<file path="config.mk">
export PLATFORM = sky130hd
export DESIGN_NAME = dxl_bus_master
export DESIGN_NICKNAME = d
export VERILOG_FILES = /design/src/hdl/dxl_pkg.sv /design/src/hdl/dxl_crc16.sv /design/src/hdl/dxl_uart_tx.sv /design/src/hdl/dxl_uart_rx.sv /design/src/hdl/dxl_controller.sv /design/src/hdl/dxl_bus_master.sv
export SDC_FILE = /design/constraint.sdc
export NUM_CORES = 1
export LEC_CHECK = 0
export BUFFER_PORTS_ARGS = -buffer_cell sky130_fd_sc_hd__buf_2
export CAP_MARGIN = 0
export CORE_UTILIZATION = 66
export DETAILED_ROUTE_END_ITERATION = 10
export PLACE_DENSITY = 0.82
export SLEW_MARGIN = 20
export SYNTH_ARGS = -nofsm -noshare
export SYNTH_HDL_FRONTEND = slang
export SYNTH_SLANG_ARGS = --single-unit
</file>
<file path="constraint.sdc">
create_clock -name clock -period 20.1 [get_ports clock]
set_clock_uncertainty 0.1 [all_clocks]
set_input_delay 2.01 -clock clock [delete_from_list [all_inputs] [get_ports clock]]
set_output_delay 2.01 -clock clock [all_outputs]
set_load 0.02 [all_outputs]
</file>
<file path="src/hdl/dxl_pkg.sv">
package dxl_pkg;

	// wishbone register map, word addresses
	localparam int WB_DATA_W = 32;
	localparam logic [1:0] REG_ID        = 2'd0;
	localparam logic [1:0] REG_WRITE_CMD = 2'd1;
	localparam logic [1:0] REG_READ_CMD  = 2'd2;
	localparam logic [1:0] REG_STATUS    = 2'd3;

	// uart bit timing, 1 Mbit at 50 MHz
	localparam int CLKS_PER_BIT = 50;
	localparam int BIT_CNT_W = $clog2(CLKS_PER_BIT);
	localparam logic [BIT_CNT_W-1:0] BIT_LAST = BIT_CNT_W'(CLKS_PER_BIT - 1);
	localparam logic [BIT_CNT_W-1:0] BIT_HALF = BIT_CNT_W'(CLKS_PER_BIT / 2 - 1);

	// reply window and the quiet time that ends a rejected reply
	localparam int REPLY_TIMEOUT_CYCLES = 16384;
	localparam int TIMER_W = $clog2(REPLY_TIMEOUT_CYCLES);
	localparam logic [TIMER_W-1:0] REPLY_LOAD = TIMER_W'(REPLY_TIMEOUT_CYCLES - 1);
	localparam logic [TIMER_W-1:0] SILENCE_LOAD = TIMER_W'(20 * CLKS_PER_BIT - 1);

	// protocol 2.0 framing
	localparam logic [7:0] HDR_0       = 8'hFF;
	localparam logic [7:0] HDR_1       = 8'hFF;
	localparam logic [7:0] HDR_2       = 8'hFD;
	localparam logic [7:0] HDR_RSV     = 8'h00;
	localparam logic [7:0] INST_READ   = 8'h02;
	localparam logic [7:0] INST_WRITE  = 8'h03;
	localparam logic [7:0] INST_STATUS = 8'h55;
	localparam logic [15:0] CRC_POLY   = 16'h8005;
	localparam int TABLE_ADDR_W = 16;
	localparam int VALUE_W = 16;

	// control table entries that span two bytes
	localparam logic [15:0] TBL_MODEL_NUMBER     = 16'd0;
	localparam logic [15:0] TBL_CW_ANGLE_LIMIT   = 16'd6;
	localparam logic [15:0] TBL_CCW_ANGLE_LIMIT  = 16'd8;
	localparam logic [15:0] TBL_MAX_TORQUE       = 16'd15;
	localparam logic [15:0] TBL_GOAL_POSITION    = 16'd30;
	localparam logic [15:0] TBL_GOAL_SPEED       = 16'd32;
	localparam logic [15:0] TBL_GOAL_TORQUE      = 16'd35;
	localparam logic [15:0] TBL_PRESENT_POSITION = 16'd37;
	localparam logic [15:0] TBL_PRESENT_SPEED    = 16'd39;
	localparam logic [15:0] TBL_PRESENT_LOAD     = 16'd41;
	localparam logic [15:0] TBL_PUNCH            = 16'd51;

	// status word layout
	localparam int STAT_BUSY      = 31;
	localparam int STAT_TIMEOUT   = 30;
	localparam int STAT_VALID     = 29;
	localparam int STAT_ERR_LSB   = 16;
	localparam int STAT_VALUE_LSB = 0;

	// sequencer states
	localparam logic [2:0] ST_IDLE    = 3'd0;
	localparam logic [2:0] ST_TX_LOAD = 3'd1;
	localparam logic [2:0] ST_TX_WAIT = 3'd2;
	localparam logic [2:0] ST_RX      = 3'd3;
	localparam logic [2:0] ST_DRAIN   = 3'd4;

	function automatic logic is_two_byte(input logic [TABLE_ADDR_W-1:0] addr);
		return addr == TBL_MODEL_NUMBER || addr == TBL_CW_ANGLE_LIMIT ||
			addr == TBL_CCW_ANGLE_LIMIT || addr == TBL_MAX_TORQUE ||
			addr == TBL_GOAL_POSITION || addr == TBL_GOAL_SPEED ||
			addr == TBL_GOAL_TORQUE || addr == TBL_PRESENT_POSITION ||
			addr == TBL_PRESENT_SPEED || addr == TBL_PRESENT_LOAD ||
			addr == TBL_PUNCH;
	endfunction

endpackage

</file>
<file path="src/hdl/dxl_crc16.sv">
`timescale 1ns/1ps

module dxl_crc16 (
	input  logic        clock,
	input  logic        reset,
	input  logic        i_clear,
	input  logic        i_en,
	input  logic [7:0]  i_byte,
	output logic [15:0] o_crc
);

	// msb first, no reflection, matches the byte table used by the servos
	function automatic logic [15:0] crc_step(input logic [15:0] crc, input logic [7:0] data);
		logic [15:0] c;
		c = crc;
		for (int i = 7; i >= 0; i--) begin
			if (c[15] ^ data[i]) begin
				c = {c[14:0], 1'b0} ^ dxl_pkg::CRC_POLY;
			end else begin
				c = {c[14:0], 1'b0};
			end
		end
		return c;
	endfunction

	always_ff @(posedge clock or posedge reset) begin
		if (reset) begin
			o_crc <= 16'h0000;
		end else if (i_clear) begin
			o_crc <= 16'h0000;
		end else if (i_en) begin
			o_crc <= crc_step(o_crc, i_byte);
		end
	end

endmodule

</file>
<file path="src/hdl/dxl_uart_tx.sv">
`timescale 1ns/1ps

module dxl_uart_tx (
	input  logic       clock,
	input  logic       reset,
	input  logic       i_start,
	input  logic [7:0] i_byte,
	output logic       o_busy,
	output logic       o_done,
	output logic       o_serial
);

	logic [8:0] shreg;
	logic [3:0] bit_idx;
	logic [dxl_pkg::BIT_CNT_W-1:0] clk_cnt;

	always_ff @(posedge clock or posedge reset) begin
		if (reset) begin
			o_busy <= 1'b0;
			o_done <= 1'b0;
			o_serial <= 1'b1;
			shreg <= '1;
			bit_idx <= 4'd0;
			clk_cnt <= '0;
		end else begin
			o_done <= 1'b0;
			if (!o_busy) begin
				if (i_start) begin
					// start bit goes out now, data and stop bit wait in the shifter
					o_busy <= 1'b1;
					o_serial <= 1'b0;
					shreg <= {1'b1, i_byte};
					bit_idx <= 4'd0;
					clk_cnt <= '0;
				end
			end else if (clk_cnt == dxl_pkg::BIT_LAST) begin
				clk_cnt <= '0;
				if (bit_idx == 4'd9) begin
					// end of stop bit
					o_busy <= 1'b0;
					o_done <= 1'b1;
				end else begin
					o_serial <= shreg[0];
					shreg <= {1'b1, shreg[8:1]};
					bit_idx <= bit_idx + 4'd1;
				end
			end else begin
				clk_cnt <= clk_cnt + 1'b1;
			end
		end
	end

endmodule

</file>
<file path="src/hdl/dxl_uart_rx.sv">
`timescale 1ns/1ps

module dxl_uart_rx (
	input  logic       clock,
	input  logic       reset,
	input  logic       i_serial,
	output logic       o_valid,
	output logic [7:0] o_byte
);

	logic meta;
	logic line;
	logic line_d;
	logic active;
	logic [3:0] bit_idx;
	logic [dxl_pkg::BIT_CNT_W-1:0] clk_cnt;

	// two-flop synchronizer plus one more stage for edge detection
	always_ff @(posedge clock or posedge reset) begin
		if (reset) begin
			meta <= 1'b1;
			line <= 1'b1;
			line_d <= 1'b1;
		end else begin
			meta <= i_serial;
			line <= meta;
			line_d <= line;
		end
	end

	always_ff @(posedge clock or posedge reset) begin
		if (reset) begin
			active <= 1'b0;
			bit_idx <= 4'd0;
			clk_cnt <= '0;
			o_valid <= 1'b0;
			o_byte <= 8'h00;
		end else begin
			o_valid <= 1'b0;
			if (!active) begin
				if (line_d && !line) begin
					active <= 1'b1;
					bit_idx <= 4'd0;
					clk_cnt <= '0;
				end
			end else if (bit_idx == 4'd0) begin
				// middle of the start bit, a glitch has gone high again
				if (clk_cnt == dxl_pkg::BIT_HALF) begin
					clk_cnt <= '0;
					if (line) begin
						active <= 1'b0;
					end else begin
						bit_idx <= 4'd1;
					end
				end else begin
					clk_cnt <= clk_cnt + 1'b1;
				end
			end else if (clk_cnt == dxl_pkg::BIT_LAST) begin
				clk_cnt <= '0;
				if (bit_idx == 4'd9) begin
					// mid stop bit, framing error drops the byte
					active <= 1'b0;
					o_valid <= line;
				end else begin
					o_byte <= {line, o_byte[7:1]};
					bit_idx <= bit_idx + 4'd1;
				end
			end else begin
				clk_cnt <= clk_cnt + 1'b1;
			end
		end
	end

endmodule

</file>
<file path="src/hdl/dxl_controller.sv">
`timescale 1ns/1ps

module dxl_controller (
	input  logic                          clock,
	input  logic                          reset,
	input  logic                          i_wb_cyc,
	input  logic                          i_wb_stb,
	input  logic                          i_wb_we,
	input  logic [1:0]                    i_wb_adr,
	input  logic [dxl_pkg::WB_DATA_W-1:0] i_wb_dat,
	output logic [dxl_pkg::WB_DATA_W-1:0] o_wb_dat,
	output logic                          o_wb_ack,
	output logic                          o_tx_start,
	output logic [7:0]                    o_tx_byte,
	input  logic                          i_tx_busy,
	input  logic                          i_tx_done,
	input  logic                          i_rx_valid,
	input  logic [7:0]                    i_rx_byte,
	output logic                          o_crc_clear,
	output logic                          o_crc_en,
	output logic [7:0]                    o_crc_byte,
	input  logic [15:0]                   i_crc_value,
	output logic                          o_tx_en
);

	logic [2:0] state;
	logic busy;
	logic [7:0] id_reg;
	logic cmd_is_read;
	logic [dxl_pkg::TABLE_ADDR_W-1:0] cmd_addr;
	logic [dxl_pkg::VALUE_W-1:0] cmd_value;
	logic stat_valid;
	logic stat_timeout;
	logic [7:0] stat_error;
	logic [dxl_pkg::VALUE_W-1:0] stat_value;
	logic [dxl_pkg::WB_DATA_W-1:0] status_word;

	logic wb_req;
	logic cmd_wr;
	logic wb_go;

	logic two_byte;
	logic [3:0] tx_idx;
	logic [3:0] tx_crc_idx;
	logic [3:0] tx_last_idx;
	logic [7:0] tx_byte;

	logic [15:0] rx_idx;
	logic [15:0] rx_len;
	logic [15:0] rx_crc_lo;
	logic [15:0] rx_crc_hi;
	logic [7:0] crc_lo_q;
	logic [7:0] hdr_exp;
	logic rx_fail;
	logic rx_last;
	logic [dxl_pkg::TIMER_W-1:0] wait_cnt;

	assign busy = (state != dxl_pkg::ST_IDLE);

	// bus side, command writes stall while a transaction runs
	assign wb_req = i_wb_cyc && i_wb_stb && !o_wb_ack;
	assign cmd_wr = i_wb_we &&
		(i_wb_adr == dxl_pkg::REG_WRITE_CMD || i_wb_adr == dxl_pkg::REG_READ_CMD);
	assign wb_go = wb_req && !(cmd_wr && busy);

	always_comb begin
		status_word = '0;
		status_word[dxl_pkg::STAT_BUSY] = busy;
		status_word[dxl_pkg::STAT_TIMEOUT] = stat_timeout;
		status_word[dxl_pkg::STAT_VALID] = stat_valid;
		status_word[dxl_pkg::STAT_ERR_LSB +: 8] = stat_error;
		status_word[dxl_pkg::STAT_VALUE_LSB +: dxl_pkg::VALUE_W] = stat_value;
	end

	// instruction packet, each byte picked from the latched fields
	assign two_byte = dxl_pkg::is_two_byte(cmd_addr);
	assign tx_crc_idx = two_byte ? 4'd12 : 4'd11;
	assign tx_last_idx = tx_crc_idx + 4'd1;

	always_comb begin
		case (tx_idx)
			4'd0: tx_byte = dxl_pkg::HDR_0;
			4'd1: tx_byte = dxl_pkg::HDR_1;
			4'd2: tx_byte = dxl_pkg::HDR_2;
			4'd3: tx_byte = dxl_pkg::HDR_RSV;
			4'd4: tx_byte = id_reg;
			4'd5: tx_byte = two_byte ? 8'd7 : 8'd6;
			4'd6: tx_byte = 8'h00;
			4'd7: tx_byte = cmd_is_read ? dxl_pkg::INST_READ : dxl_pkg::INST_WRITE;
			4'd8: tx_byte = cmd_addr[7:0];
			4'd9: tx_byte = cmd_addr[15:8];
			4'd10: tx_byte = cmd_value[7:0];
			4'd11: tx_byte = two_byte ? cmd_value[15:8] : i_crc_value[7:0];
			4'd12: tx_byte = two_byte ? i_crc_value[7:0] : i_crc_value[15:8];
			default: tx_byte = i_crc_value[15:8];
		endcase
	end

	// status packet checks on the byte in flight
	assign rx_crc_lo = rx_len + 16'd5;
	assign rx_crc_hi = rx_len + 16'd6;
	assign rx_last = (rx_idx > 16'd8) && (rx_idx == rx_crc_hi);

	always_comb begin
		case (rx_idx[1:0])
			2'd0: hdr_exp = dxl_pkg::HDR_0;
			2'd1: hdr_exp = dxl_pkg::HDR_1;
			2'd2: hdr_exp = dxl_pkg::HDR_2;
			default: hdr_exp = dxl_pkg::HDR_RSV;
		endcase
	end

	always_comb begin
		rx_fail = 1'b0;
		if (rx_idx < 16'd4) begin
			rx_fail = (i_rx_byte != hdr_exp);
		end else if (rx_idx == 16'd4) begin
			rx_fail = (i_rx_byte != id_reg);
		end else if (rx_idx == 16'd6) begin
			// instruction and error byte at least, plus the crc
			rx_fail = ({i_rx_byte, rx_len[7:0]} < 16'd4);
		end else if (rx_idx == 16'd7) begin
			rx_fail = (i_rx_byte != dxl_pkg::INST_STATUS);
		end else if (rx_idx == 16'd8) begin
			rx_fail = (i_rx_byte != 8'h00);
		end else if (rx_last) begin
			rx_fail = ({i_rx_byte, crc_lo_q} != i_crc_value);
		end
	end

	assign o_tx_start = (state == dxl_pkg::ST_TX_LOAD);
	assign o_tx_byte = tx_byte;
	assign o_crc_clear = (state == dxl_pkg::ST_IDLE) ||
		(state == dxl_pkg::ST_TX_WAIT && i_tx_done && tx_idx == tx_last_idx);
	assign o_crc_en = (state == dxl_pkg::ST_TX_LOAD && tx_idx < tx_crc_idx) ||
		(state == dxl_pkg::ST_RX && i_rx_valid &&
		(rx_idx < 16'd7 || rx_idx < rx_crc_lo));
	assign o_crc_byte = (state == dxl_pkg::ST_RX) ? i_rx_byte : tx_byte;

	always_ff @(posedge clock or posedge reset) begin
		if (reset) begin
			state <= dxl_pkg::ST_IDLE;
			o_wb_ack <= 1'b0;
			o_wb_dat <= '0;
			o_tx_en <= 1'b0;
			id_reg <= 8'h00;
			cmd_is_read <= 1'b0;
			cmd_addr <= '0;
			cmd_value <= '0;
			stat_valid <= 1'b0;
			stat_timeout <= 1'b0;
			stat_error <= 8'h00;
			stat_value <= '0;
			tx_idx <= 4'd0;
			rx_idx <= 16'd0;
			rx_len <= 16'd0;
			crc_lo_q <= 8'h00;
			wait_cnt <= '0;
		end else begin
			o_wb_ack <= wb_go;
			if (wb_go) begin
				case (i_wb_adr)
					dxl_pkg::REG_ID: o_wb_dat <= {24'h000000, id_reg};
					dxl_pkg::REG_STATUS: o_wb_dat <= status_word;
					default: o_wb_dat <= '0;
				endcase
				if (i_wb_we && i_wb_adr == dxl_pkg::REG_ID) begin
					id_reg <= i_wb_dat[7:0];
				end
			end

			case (state)
				dxl_pkg::ST_IDLE: begin
					if (wb_go && cmd_wr) begin
						cmd_is_read <= (i_wb_adr == dxl_pkg::REG_READ_CMD);
						cmd_addr <= i_wb_dat[31:16];
						cmd_value <= i_wb_dat[15:0];
						stat_valid <= 1'b0;
						stat_timeout <= 1'b0;
						stat_error <= 8'h00;
						stat_value <= '0;
						tx_idx <= 4'd0;
						state <= dxl_pkg::ST_TX_LOAD;
					end
				end
				dxl_pkg::ST_TX_LOAD: begin
					o_tx_en <= 1'b1;
					state <= dxl_pkg::ST_TX_WAIT;
				end
				dxl_pkg::ST_TX_WAIT: begin
					if (i_tx_done) begin
						if (tx_idx != tx_last_idx) begin
							tx_idx <= tx_idx + 4'd1;
							state <= dxl_pkg::ST_TX_LOAD;
						end else begin
							// line released after the last stop bit
							o_tx_en <= 1'b0;
							if (cmd_is_read) begin
								rx_idx <= 16'd0;
								wait_cnt <= dxl_pkg::REPLY_LOAD;
								state <= dxl_pkg::ST_RX;
							end else begin
								stat_valid <= 1'b1;
								state <= dxl_pkg::ST_IDLE;
							end
						end
					end
				end
				dxl_pkg::ST_RX: begin
					if (wait_cnt != '0) begin
						wait_cnt <= wait_cnt - 1'b1;
					end
					if (i_rx_valid) begin
						rx_idx <= rx_idx + 16'd1;
						if (rx_idx == 16'd5) begin
							rx_len[7:0] <= i_rx_byte;
						end
						if (rx_idx == 16'd6) begin
							rx_len[15:8] <= i_rx_byte;
						end
						if (rx_idx == 16'd8) begin
							stat_error <= i_rx_byte;
						end
						// parameters arrive little-endian, only the first two are kept
						if (rx_idx == 16'd9 && rx_idx < rx_crc_lo) begin
							stat_value[7:0] <= i_rx_byte;
						end
						if (rx_idx == 16'd10 && rx_idx < rx_crc_lo) begin
							stat_value[15:8] <= i_rx_byte;
						end
						if (rx_idx == rx_crc_lo) begin
							crc_lo_q <= i_rx_byte;
						end
						if (rx_fail) begin
							wait_cnt <= dxl_pkg::SILENCE_LOAD;
							state <= dxl_pkg::ST_DRAIN;
						end else if (rx_last) begin
							stat_valid <= 1'b1;
							state <= dxl_pkg::ST_IDLE;
						end
					end else if (wait_cnt == '0) begin
						stat_timeout <= 1'b1;
						state <= dxl_pkg::ST_IDLE;
					end
				end
				dxl_pkg::ST_DRAIN: begin
					// every byte restarts the quiet window
					if (i_rx_valid) begin
						wait_cnt <= dxl_pkg::SILENCE_LOAD;
					end else if (wait_cnt == '0) begin
						state <= dxl_pkg::ST_IDLE;
					end else begin
						wait_cnt <= wait_cnt - 1'b1;
					end
				end
				default: state <= dxl_pkg::ST_IDLE;
			endcase
		end
	end

endmodule

</file>
<file path="src/hdl/dxl_bus_master.sv">
`timescale 1ns/1ps

module dxl_bus_master (
	input  logic                          clock,
	input  logic                          reset,
	input  logic                          i_wb_cyc,
	input  logic                          i_wb_stb,
	input  logic                          i_wb_we,
	input  logic [1:0]                    i_wb_adr,
	input  logic [dxl_pkg::WB_DATA_W-1:0] i_wb_dat,
	output logic [dxl_pkg::WB_DATA_W-1:0] o_wb_dat,
	output logic                          o_wb_ack,
	input  logic                          i_rx,
	output logic                          o_tx,
	output logic                          o_tx_en
);

	logic       tx_start;
	logic [7:0] tx_byte;
	logic       tx_busy;
	logic       tx_done;
	logic       rx_valid;
	logic [7:0] rx_byte;
	logic       crc_clear;
	logic       crc_en;
	logic [7:0] crc_byte;
	logic [15:0] crc_value;

	dxl_controller dxl_controller_i (
		.clock       (clock),
		.reset       (reset),
		.i_wb_cyc    (i_wb_cyc),
		.i_wb_stb    (i_wb_stb),
		.i_wb_we     (i_wb_we),
		.i_wb_adr    (i_wb_adr),
		.i_wb_dat    (i_wb_dat),
		.o_wb_dat    (o_wb_dat),
		.o_wb_ack    (o_wb_ack),
		.o_tx_start  (tx_start),
		.o_tx_byte   (tx_byte),
		.i_tx_busy   (tx_busy),
		.i_tx_done   (tx_done),
		.i_rx_valid  (rx_valid),
		.i_rx_byte   (rx_byte),
		.o_crc_clear (crc_clear),
		.o_crc_en    (crc_en),
		.o_crc_byte  (crc_byte),
		.i_crc_value (crc_value),
		.o_tx_en     (o_tx_en)
	);

	// one checksum engine shared by the outgoing and the incoming packet
	dxl_crc16 dxl_crc16_i (
		.clock   (clock),
		.reset   (reset),
		.i_clear (crc_clear),
		.i_en    (crc_en),
		.i_byte  (crc_byte),
		.o_crc   (crc_value)
	);

	dxl_uart_tx dxl_uart_tx_i (
		.clock    (clock),
		.reset    (reset),
		.i_start  (tx_start),
		.i_byte   (tx_byte),
		.o_busy   (tx_busy),
		.o_done   (tx_done),
		.o_serial (o_tx)
	);

	dxl_uart_rx dxl_uart_rx_i (
		.clock    (clock),
		.reset    (reset),
		.i_serial (i_rx),
		.o_valid  (rx_valid),
		.o_byte   (rx_byte)
	);

endmodule

</file>
==> results of run 1 <==
per-layer routing:
| metal | track usage, % | up-vias | wire (µm) |
|---|---|---|---|
| li1 | - | 4538 | - |
| met1 | 42.7 | 4860 | 12600 |
| met2 | 51.8 | 383 | 14100 |
| met3 | 5.33 | 77 | 2020 |
| met4 | 11.5 | 0 | 949 |
| met5 | 0 | - | 0 |
worst max-delay path, cell delays in order:
cell and delay, ns:
buf_2 0.09, inv_1 0.05, ha_1 0.42, a311o_1 0.37, buf_4 0.27, inv_1 0.50, nand3_1 0.52, mux2_2 0.43
worst max-delay path by stage:
stage,from,to,cells past startpoint
final,i_wb_adr[0],dxl_controller_i.id_reg[2],8
after global routing,dxl_controller_i.rx_len[2],dxl_crc16_i.o_crc[0],17
after CTS,dxl_controller_i.rx_len[2],dxl_crc16_i.o_crc[15],16
after detailed placement,i_wb_adr[0],dxl_controller_i.id_reg[4],8
after global placement,i_wb_adr[0],dxl_controller_i.stat_value[15],7
after floorplan,reset,dxl_controller_i.cmd_addr[0],1
metrics by stage:
| step | instances | hold slack, ns | total power [mW] | instance area [µm²] |
|---|---|---|---|---|
| after detailed placement | 1477 | 0.247 | 1.20 | 12700 |
| after floorplan | 1245 | 0.245 | 1.07 | 12300 |
| after CTS | 1519 | 0.256 | 1.64 | 13500 |
| final | 1520 | 0.256 | 1.64 | 13500 |
| after global placement | 1477 | 0.247 | 1.18 | 12700 |
| after global routing | 1520 | 0.262 | 1.73 | 13500 |
logic make-up after synthesis:
logic type	synth area share (%)
adder cells (fa/ha/maj)	4.48
AO/OA/AOI/OAI	15.1
buffers and inverters	3.69
other	0.0305
multiplexers	9.47
flip-flops	44.3
AND/OR/NAND/NOR	16.2
XOR/XNOR	6.75
layout make-up:
type                    count  area, µm²  share of cell area, %
repair buffers             73        388                   2.88
multi-input cells         920       6420                   47.7
clock buffers              29        629                   4.67
well taps                 229        287                   2.13
clock inverters            13        154                   1.14
inverters                  39        154                   1.14
flip-flops and latches    217       5450                   40.4
cell usage in the layout, fill, tap and decap left out, drive strengths merged, types with 11 or more instances in the layout:
cell,n
a21o,13
a21oi,40
a22o,15
a22oi,12
and3,21
buf,73
clkbuf,29
dfrtp,205
dfstp,12
ha,44
inv,40
mux2,96
nand2,130
nand3,54
nand4,15
nor2,90
nor2b,16
nor3,29
nor4,11
o21ai,65
o31ai,22
or3,11
xnor2,33
xor2,54
report_power, final:
part	leakage [nW]	internal, mW	switching [mW]
sequential	2.82	0.528	0.120
combinational	3.16	0.261	0.297
clock	0.381	0.252	0.185
==> metrics.yaml, run 1 <==
hold_path:
  min_path_type: "reg2reg"
  hold_end: "dxl_uart_rx_i.line"
  min-delay-start: "dxl_uart_rx_i.meta"
  min_path_cells: 0
finish:
  largest-register: "dxl_controller_i.o_wb_dat"
  fillers: 1267
  largest_reg_flops: 27
  syn_to_final_growth_pct: 9.61
  nets: 1359
  utilization_pct: 74.5
  antennaDiodeCount: 0
  drive_above_1_share_pct: 19.1
synthesis:
  yosysSeqAreaShare_pct: 44.3
  syn_area_per_cell_um2: 9.91
  async_flop_share_pct: 100
  ys_ff_latch: 217
  synth_top_cell_area_share_pct: 41.7
  synth.most_common_cell: "dfrtp_1"
  synthTopCellsByArea: "dfrtp_1 42%, mux2_2 8.8%, ha_1 4.5%"
  synth_warnings: 0
  syn-cell-area_um2: 12300
  synthFlopType: "dfrtp_1"
  synth_commonest_cells: "205 x dfrtp_1, 130 x nand2_1, 96 x mux2_2, 90 x nor2_1, 62 x o21ai_0"
  synthCells: 1241
  ys_types: 83
  yosysTopAreaCell: "dfrtp_1"
  synth_edf_count: 0
detailed_routing:
  vias_per_cell: 6.49
  drt-total-wl_um: 29700
  first_pass_iters: 9
  dr.first_iter.drc_count: 1100
  final_antenna_net_count: 0
  wl_per_cell_um: 19.6
  post-route-drc-count: 15
  vias: 9858
power_and_ir_drop:
  leakage_nw: 6.36
  irDropWorstVdd_v: 0.0000873
  power-per-cell-area_nw_per_um2: 122
timing:
  setup_viol_count_final: 0
  hold_viol_final: 0
  slew_viol_final: 0
  rsz0062_at_grt: "no"
  fin_crit_sh_pct: 21.8
  tns_ns: 0
  fmax_mhz: 228
  tightest_slew_ns: 0.958
  slew_headroom_pct: 36.1
  fin_crit_ns: 4.38
  setup_slack_ns: 15.72
cts:
  postCtsSetupBuffers: 0
  cts.sinks: 217
  clk_latency_ns: 0.53
  numCtsBuffers: 24
  cts_resized: 0
  clk_pin_slew_worst_paths_ns: 0.06
  cts_tree: "built"
  clockBufferDepth: 3
  hold_buffers: 0
  htreeDepth: 1
  cts_root_buf: "clkbuf_16"
floorplanning:
  core_um2: 18100
  initial_core_util_pct: 68.0
  fp.dieW_um: 139
  die_area_um2: 19200
  num_io_pins: 75
  fp.dieH_um: 139
  num_rows: 49
worst_setup_path:
  critical_path_required_ns: 20.41
  arrival_ns: 4.69
  r2r_setup_slack_ns: 15.89
  worstSetupPathType: "in2reg"
  r2r_start: "dxl_controller_i.rx_len[2]"
  r2r-end: "dxl_crc16_i.o_crc[15]"
  start_kind: "input port"
  r2r_cells: 16
  path_max_fanout: 37
  endpoint_kind: "flip-flop"
global_route:
  grt_pass1_wl_um: 48800
  grt_antenna_before_repair: 0
  grt_pass1_vias: 9524
  grt_max_degree: 145
  grt.total_usage_pct: 31.6
  grt_overflow_total: 0
status:
  violations: "design-rule violations"
  status: "finished, violations left"
flow_run:
  cap_violations: 0
placed_design:
  place_ws_ns: 15.25
  port_buffers: 69
  dp_hpwl_um: 20400
  place_congestion: 0.885
Note: power is estimated with default switching activity, not from simulation.
==> run 2: changes to the inputs <==
--- a/config.mk
+++ b/config.mk
@@ -5,11 +5,12 @@
 export SDC_FILE = /design/constraint.sdc
 export NUM_CORES = 1
 export LEC_CHECK = 0
+export ABC_AREA = 1
 export BUFFER_PORTS_ARGS = -buffer_cell sky130_fd_sc_hd__buf_2
 export CAP_MARGIN = 0
-export CORE_UTILIZATION = 66
+export CORE_UTILIZATION = 62
 export DETAILED_ROUTE_END_ITERATION = 10
-export PLACE_DENSITY = 0.82
+export PLACE_DENSITY = 0.77
 export SLEW_MARGIN = 20
 export SYNTH_ARGS = -nofsm -noshare
 export SYNTH_HDL_FRONTEND = slang
==> constraint.sdc (replaced) <==
create_clock -name clock -period 4.4 [get_ports clock]
set_clock_uncertainty 0.1 [all_clocks]
set_input_delay 0.44 -clock clock [delete_from_list [all_inputs] [get_ports clock]]
set_output_delay 0.44 -clock clock [all_outputs]
set_load 0.02 [all_outputs]
==> metrics.yaml, run 2 <==
finish:
  antennaDiodeCount: 0  # unchanged
  layout.cells.non_filler: 1999  # +32%
  drive_above_1_share_pct: 12.0  # -7.0 points
  largest-register: "dxl_controller_i.o_wb_dat"
  largest_reg_flops: 27  # unchanged
  utilization_pct: 71.0  # -3.5 points
  final_cell_mix: "362 x nand2_1, 205 x dfrtp_1, 203 x inv_1"
  final_common_cell: "nand2_1"
  syn_to_final_growth_pct: 12.6
  nets: 1796  # +32%
synthesis:
  yosysTopAreaCell: "dfrtp_1"
  async_flop_share_pct: 100  # unchanged
  ys_types: 63  # -24%
  synthAdderAreaFrac_pct: 4.33  # -0.15 points
  synth-simple-area-share_pct: 24.8  # +8.6 points
  synthTopCellsByArea: "dfrtp_1 40%, nand2_1 11%, o21ai_0 6.9%"
  ys_ff_latch: 217  # unchanged
  syn_area_per_cell_um2: 7.78  # -22%
  synth_edf_count: 0  # unchanged
  synthCells: 1636  # +32%
  synth_top_cell_area_share_pct: 40.3  # -1.4 points
  synth_warnings: 0  # unchanged
  synth_compound_area_share_pct: 14.9  # -0.26 points
  syn-cell-area_um2: 12700  # +3.4%
  yosysSeqAreaShare_pct: 42.8  # -1.5 points
  muxShareOfSynthArea_pct: 0.0787  # -9.4 points
  synthFlopType: "dfrtp_1"
  synth_commonest_cells: "363 x nand2_1, 205 x dfrtp_1, 204 x inv_1, 176 x o21ai_0, 136 x nor2_1"
  synth_top_family_by_area: "simple AND/OR/NAND/NOR gates"
  synth.most_common_cell: "nand2_1"
  synth-xor-area-share_pct: 4.95  # -1.8 points
worst_setup_path:
  slowest_delay_ns: 0.36  # -0.16 ns
  worstSetupPathType: "reg2reg"
  slowest_stage: "dfrtp_1"
  path_max_fanout: 17  # -54%
  arrival_ns: 4.30  # -0.39 ns
  critical_path_required_ns: 4.74  # -15.67 ns
  r2r_setup_slack_ns: 0.44  # -15.45 ns
  endpoint_kind: "flip-flop"
  worst-path-buf-inv: 3  # -1
  start_kind: "flip-flop"
  crit_top_cell: "nor2_2"
  cp_top_family: "simple AND/OR/NAND/NOR gates"
power_and_ir_drop:
  leakage_nw: 6.76  # +6.3%
  power-per-cell-area_nw_per_um2: 549  # +350%
  irDropWorstVdd_v: 0.000387  # +340%
timing:
  setup_slack_ns: 0.441  # -15.28 ns
  hold_viol_final: 1  # +1
  rsz0062_at_grt: "no"
  tns_ns: 0  # unchanged
  slew_viol_final: 0  # unchanged
  hold_ws_ns: -0.00677  # -0.262 ns
  fin_crit_ns: 3.96
  tightest_slew_ns: 1.08  # +0.122 ns
  slew_headroom_pct: 27.7  # -8.4 points
  fin_crit_sh_pct: 90.0
  setup_viol_count_final: 0  # unchanged
  fmax_mhz: 253
placed_design:
  dp_hpwl_um: 23700  # +16%
  port_buffers: 69  # unchanged
  place_ws_ns: 0.373  # -14.87 ns
  dp_cells: 1945  # +32%
  place_congestion: 0.952  # +7.6%
floorplanning:
  num_rows: 52  # +6.1%
  fp.dieH_um: 145  # +4.9%
  die_area_um2: 21100  # +10%
  core_um2: 20200  # +12%
  fp.dieW_um: 145  # +4.9%
  initial_core_util_pct: 63.1  # -4.9 points
  num_io_pins: 75  # unchanged
cts:
  clk_pin_slew_worst_paths_ns: 0.06  # about the same
  htreeDepth: 1  # unchanged
  cts_root_buf: "clkbuf_16"
  clockBufferDepth: 3  # unchanged
  numCtsBuffers: 25  # +4.2%
  clk_latency_ns: 0.54  # about the same
  cts.sinks: 217  # unchanged
  cts_tree: "built"
  postCtsSetupBuffers: 0  # unchanged
global_route:
  grt.total_usage_pct: 31.4  # -0.27 points
  grt_pass1_wl_um: 53800  # +10%
  grt_max_degree: 141  # -2.8%
  grt_overflow_total: 0  # unchanged
  grt_pass1_vias: 10500  # +11%
  grt_antenna_before_repair: 0  # unchanged
detailed_routing:
  drt-total-wl_um: 32600  # +9.7%
  vias: 11400  # +15%
  wl_per_cell_um: 16.3  # -17%
  routedLengthMet1_um: 14500  # +15%
  top_layer: "met4"
  vias_per_cell: 5.68  # -12%
  dr.first_iter.drc_count: 938  # -15%
  final_antenna_net_count: 0  # unchanged
  first_pass_iters: 5  # -4
  wl_met3_um: 2080  # +2.8%
  post-route-drc-count: 0  # -15
  dr_wl_met2_um: 15500  # +9.4%
flow_run:
  cap_violations: 0  # unchanged
hold_path:
  min_path_type: "in2async"
status:
  status: "finished, violations left"
  violations: "negative hold slack"
## run 2: cell count changes in the layout (fill, tap and decap cells not counted), moves of 14 or more
cell / previous run / this run
and3_1: 20 / 2
a21oi_1: 39 / 63
nor2b_1: 16 / 0
o22ai_1: 9 / 23
o31ai_1: 21 / 4
nand2_1: 130 / 362
nand3_1: 54 / 79
nor2_1: 88 / 135
mux2_2: 96 / 0
inv_1: 38 / 203
a22o_1: 15 / 0
o21ai_0: 62 / 176
## run 2: what timing repair did
action	CTS	global route
gates resized for setup	0	3
hold buffers	10	0
endpoints found under the setup margin	0	8
hold endpoints to repair	10	0
## run 2: area by class of cell
type | count | area (µm²)
Tap cell | 270 | 338
Timing Repair Buffer | 91 | 548
Clock inverter | 10 | 179
Multi-Input combinational cell | 1157 | 6270
Clock buffer | 34 | 709
Sequential cell | 217 | 5450
Fill cell | 1627 | 5850
Inverter | 220 | 832
## run 2: metrics by stage
step	instance area (µm²)	total power, mW
detailed placement	13300	5.59
CTS	14300	7.84
global placement	13300	5.50
finish	14300	7.87
global route	14300	8.34
floorplan	12700	4.90
## run 2: path summary, 6_finish.rpt
path | from | endpoint | cells past startpoint
max | dxl_controller_i.cmd_addr[7] | dxl_controller_i.rx_idx[15] | 27
min | reset | dxl_controller_i.o_wb_dat[21] | 3
max reg2reg | dxl_controller_i.cmd_addr[7] | dxl_controller_i.rx_idx[15] | 27
min reg2reg | dxl_uart_rx_i.meta | dxl_uart_rx_i.line | 0
max in group asynchronous | reset | dxl_controller_i.cmd_value[11] | 3
min in group clock | i_wb_dat[22] | dxl_controller_i.cmd_addr[6] | 3
## run 2: cell families after synthesis
kind of cell    after synthesis
xor+xnor                     71
other cells                   1
fa+ha+maj                    44
flops                       217
compound gates              335
mux                           1
buf+inv                     266
simple gates                701
## run 2: tightest hold or removal path, cell delays in order
cell	delay, ns
buf_2	0.11
clkinvlp_4	0.08
buf_12	0.50
## run 2: layer usage
layer  up-vias  GRT usage [%]
met5         -              0
met4         0           6.89
met3        51           4.25
met2       379           52.0
met1      5390           43.9
li1       5532              -
## run 2: power breakdown
part           switching (mW)  internal (mW)
logic                    1.91           1.00
registers               0.334           2.39
clock network           0.861           1.37
total                    3.11           4.76
==> run 3: changes to the inputs <==
--- a/config.mk
+++ b/config.mk
@@ -10,7 +10,8 @@
 export CAP_MARGIN = 0
 export CORE_UTILIZATION = 62
 export DETAILED_ROUTE_END_ITERATION = 10
-export PLACE_DENSITY = 0.77
+export PLACE_DENSITY = 0.92
+export SKIP_LAST_GASP = 1
 export SLEW_MARGIN = 20
 export SYNTH_ARGS = -nofsm -noshare
 export SYNTH_HDL_FRONTEND = slang
==> metrics.yaml, run 3 (synthesis results as in run 2) <==
status:
  status: "finished, violations left"
  violations: "negative hold slack"
worst_setup_path:
  r2r_setup_slack_ns: 0.34  # -0.11 ns
  arrival_ns: 4.36  # +0.06 ns
  path_max_fanout: 13  # -4
  r2r-end: "dxl_crc16_i.o_crc[10]"
  critical_path_required_ns: 4.69  # -0.05 ns
  endpoint: "dxl_crc16_i.o_crc[10]"
  cp-startpoint: "dxl_controller_i.rx_len[2]"
  endpoint_kind: "flip-flop"
  r2r_cells: 23  # -15%
  worstSetupPathType: "reg2reg"
  start_kind: "flip-flop"
  r2r_start: "dxl_controller_i.rx_len[2]"
cts:
  clk_pin_slew_worst_paths_ns: 0.06  # about the same
  cts_tree: "built"
  clk_latency_ns: 0.53  # about the same
  clockBufferDepth: 3  # unchanged
  htreeDepth: 1  # unchanged
  numCtsBuffers: 23  # -8.0%
  cts_root_buf: "clkbuf_16"
  cts.sinks: 217  # unchanged
finish:
  drive_above_1_share_pct: 11.9  # -0.098 points
  syn_to_final_growth_pct: 11.5
  largest-register: "dxl_controller_i.o_wb_dat"
  stdcell_area_um2: 14200  # -0.93%
  final_common_cell: "nand2_1"
  largest_reg_flops: 27  # unchanged
  utilization_pct: 70.3  # -0.66 points
  nets: 1786  # -0.56%
  fillers: 1487  # -8.6%
  antennaDiodeCount: 0  # unchanged
  final_cell_mix: "363 x nand2_1, 205 x dfrtp_1, 203 x inv_1"
flow_run:
  cap_violations: 0  # unchanged
power_and_ir_drop:
  combPwrFrac_pct: 37.7  # +0.7 points
  leakage_nw: 6.71  # -0.79%
  p_int_mw: 4.70  # -1.2%
  power-per-cell-area_nw_per_um2: 551  # +0.23%
  clkPwrFrac_pct: 27.3  # -1.1 points
  seqPwrFrac_pct: 35.0  # +0.4 points
  p_sw_mw: 3.11  # +0.14%
  switching_share_pct: 39.8  # +0.33 points
  irDropWorstVdd_v: 0.000423  # +9.4%
detailed_routing:
  vias_per_cell: 5.97  # +5.2%
  final_antenna_net_count: 0  # unchanged
  post-route-drc-count: 0  # unchanged
  wl_per_cell_um: 17.4  # +6.3%
  first_pass_iters: 7  # +2
  drt-total-wl_um: 34500  # +5.7%
  vias: 11900  # +4.6%
  dr.first_iter.drc_count: 1348  # +44%
global_route:
  grt_pass1_wl_um: 57000  # +6.0%
  grt_pass1_vias: 11300  # +7.1%
  grt_antenna_before_repair: 0  # unchanged
  grt_overflow_total: 0  # unchanged
  grt.total_usage_pct: 33.1  # +1.8 points
  grt_max_degree: 96  # -32%
floorplanning:
  num_io_pins: 75  # unchanged
  fp.dieH_um: 145  # unchanged
  num_rows: 52  # unchanged
  fp.dieW_um: 145  # unchanged
  initial_core_util_pct: 63.1  # unchanged
  die_area_um2: 21100  # unchanged
  core_um2: 20200  # unchanged
timing:
  slew_viol_final: 0  # unchanged
  hold_viol_final: 3  # +2
  fin_crit_sh_pct: 92.4  # +2.4 points
  rsz0062_at_grt: "no"
  tightest_slew_ns: 0.919  # -0.161 ns
  fmax_mhz: 246  # -2.6%
  fin_crit_ns: 4.06  # +0.105 ns
  slew_headroom_pct: 38.3  # +11 points
  tns_ns: 0  # unchanged
  setup_viol_count_final: 0  # unchanged
  hold_ws_ns: -0.00328  # +0.00348 ns
placed_design:
  place_congestion: 0.946  # -0.63%
  dp_hpwl_um: 24100  # +1.6%
  dpl_cell_area_um2: 13300  # +0.15%
  port_buffers: 69  # unchanged
hold_path:
  min_path_type: "in2async"
==> run 3: changes by cell type in the layout (fill, tap and decap cells not counted), sizes merged <==
| cell | previous run | this run |
|---|---|---|
| clkinvlp | 2 | 1 |
| clkbuf | 34 | 31 |
| buf | 81 | 82 |
| bufinv | 4 | 5 |
| dlygate4sd3 | 10 | 1 |
==> run 3: metrics by stage <==
| stage | setup slack [ns] | hold slack [ns] | power, mW | instances |
|---|---|---|---|---|
| after detailed placement | 0.380 | 0.253 | 5.57 | 1946 |
| final | 0.336 | -0.00328 | 7.81 | 1988 |
| after global routing | 0.0101 | 0.0273 | 8.25 | 1988 |
| after global placement | 0.616 | 0.246 | 5.45 | 1946 |
| after floorplan | 0.883 | 0.245 | 4.90 | 1640 |
| after CTS | 0.281 | 0.0140 | 7.73 | 1988 |
==> run 3: power by group through the flow <==
stage / Clock, mW / Combinational (mW) / Sequential (mW)
6_report: 2.13 / 2.94 / 2.74
5_1_grt: 2.22 / 3.26 / 2.77
4_1_cts: 2.14 / 2.88 / 2.72
3_5_place_dp: 0 / 2.83 / 2.75
3_3_place_gp: 0 / 2.73 / 2.72
2_1_floorplan: 0 / 2.23 / 2.67
==> run 3: worst min path at each step <==
stage | endpoint | cells past startpoint | slack, ns
after floorplan | dxl_uart_rx_i.line | 0 | 0.25
final | dxl_controller_i.cmd_value[4] | 2 | -0.003
after global placement | dxl_uart_rx_i.line | 0 | 0.25
after detailed placement | dxl_uart_rx_i.line | 0 | 0.25
after CTS | dxl_controller_i.cmd_value[6] | 2 | 0.01
after global routing | dxl_controller_i.cmd_value[15] | 3 | 0.03
==> run 3: final cells by class <==
type                       count  area [µm²]  area share (%)
multi-input combinational   1157        6270            44.2
sequential                   217        5450            38.4
inverter                     220         832            5.87
clock buffer                  31         636            4.48
timing repair buffer          83         478            3.37
tap                          270         338            2.38
clock inverter                10         190            1.34
==> run 3: metal layers <==
metal  global-route usage, %  part of all wire (%)  up-vias
met5                       0                     0        -
met4                    12.8                   3.9        0
met3                    5.85                   9.5      129
met2                    53.6                    47      645
met1                    44.6                    39     5601
li1                        -                     -     5502
==> run 3: timing repair <==
item                                    4_1_cts  5_1_grt
hold endpoints to repair                      1        0
resized for setup                             0        2
endpoints found under the setup margin        0        6
hold buffers                                  1        0
buffers inserted                              0        0
==> run 3: critical path, stage by stage, from the launching register on <==
cell and delay (ns):
dfrtp_1 0.41, inv_1 0.15, ha_1 0.18, nand2_1 0.06
nand2_1 0.09, nand3_1 0.11, nor2_1 0.18, inv_1 0.08
nor2_1 0.20, nand2_1 0.10, xor2_1 0.16, ha_1 0.30
nand2_1 0.10, nor2_1 0.05, a211oi_1 0.26, o211ai_1 0.14
o21ai_0 0.14, nand2_1 0.11, nand2_1 0.19, inv_1 0.10
nand2_1 0.37, inv_1 0.18, nand2_1 0.09, o21ai_0 0.09
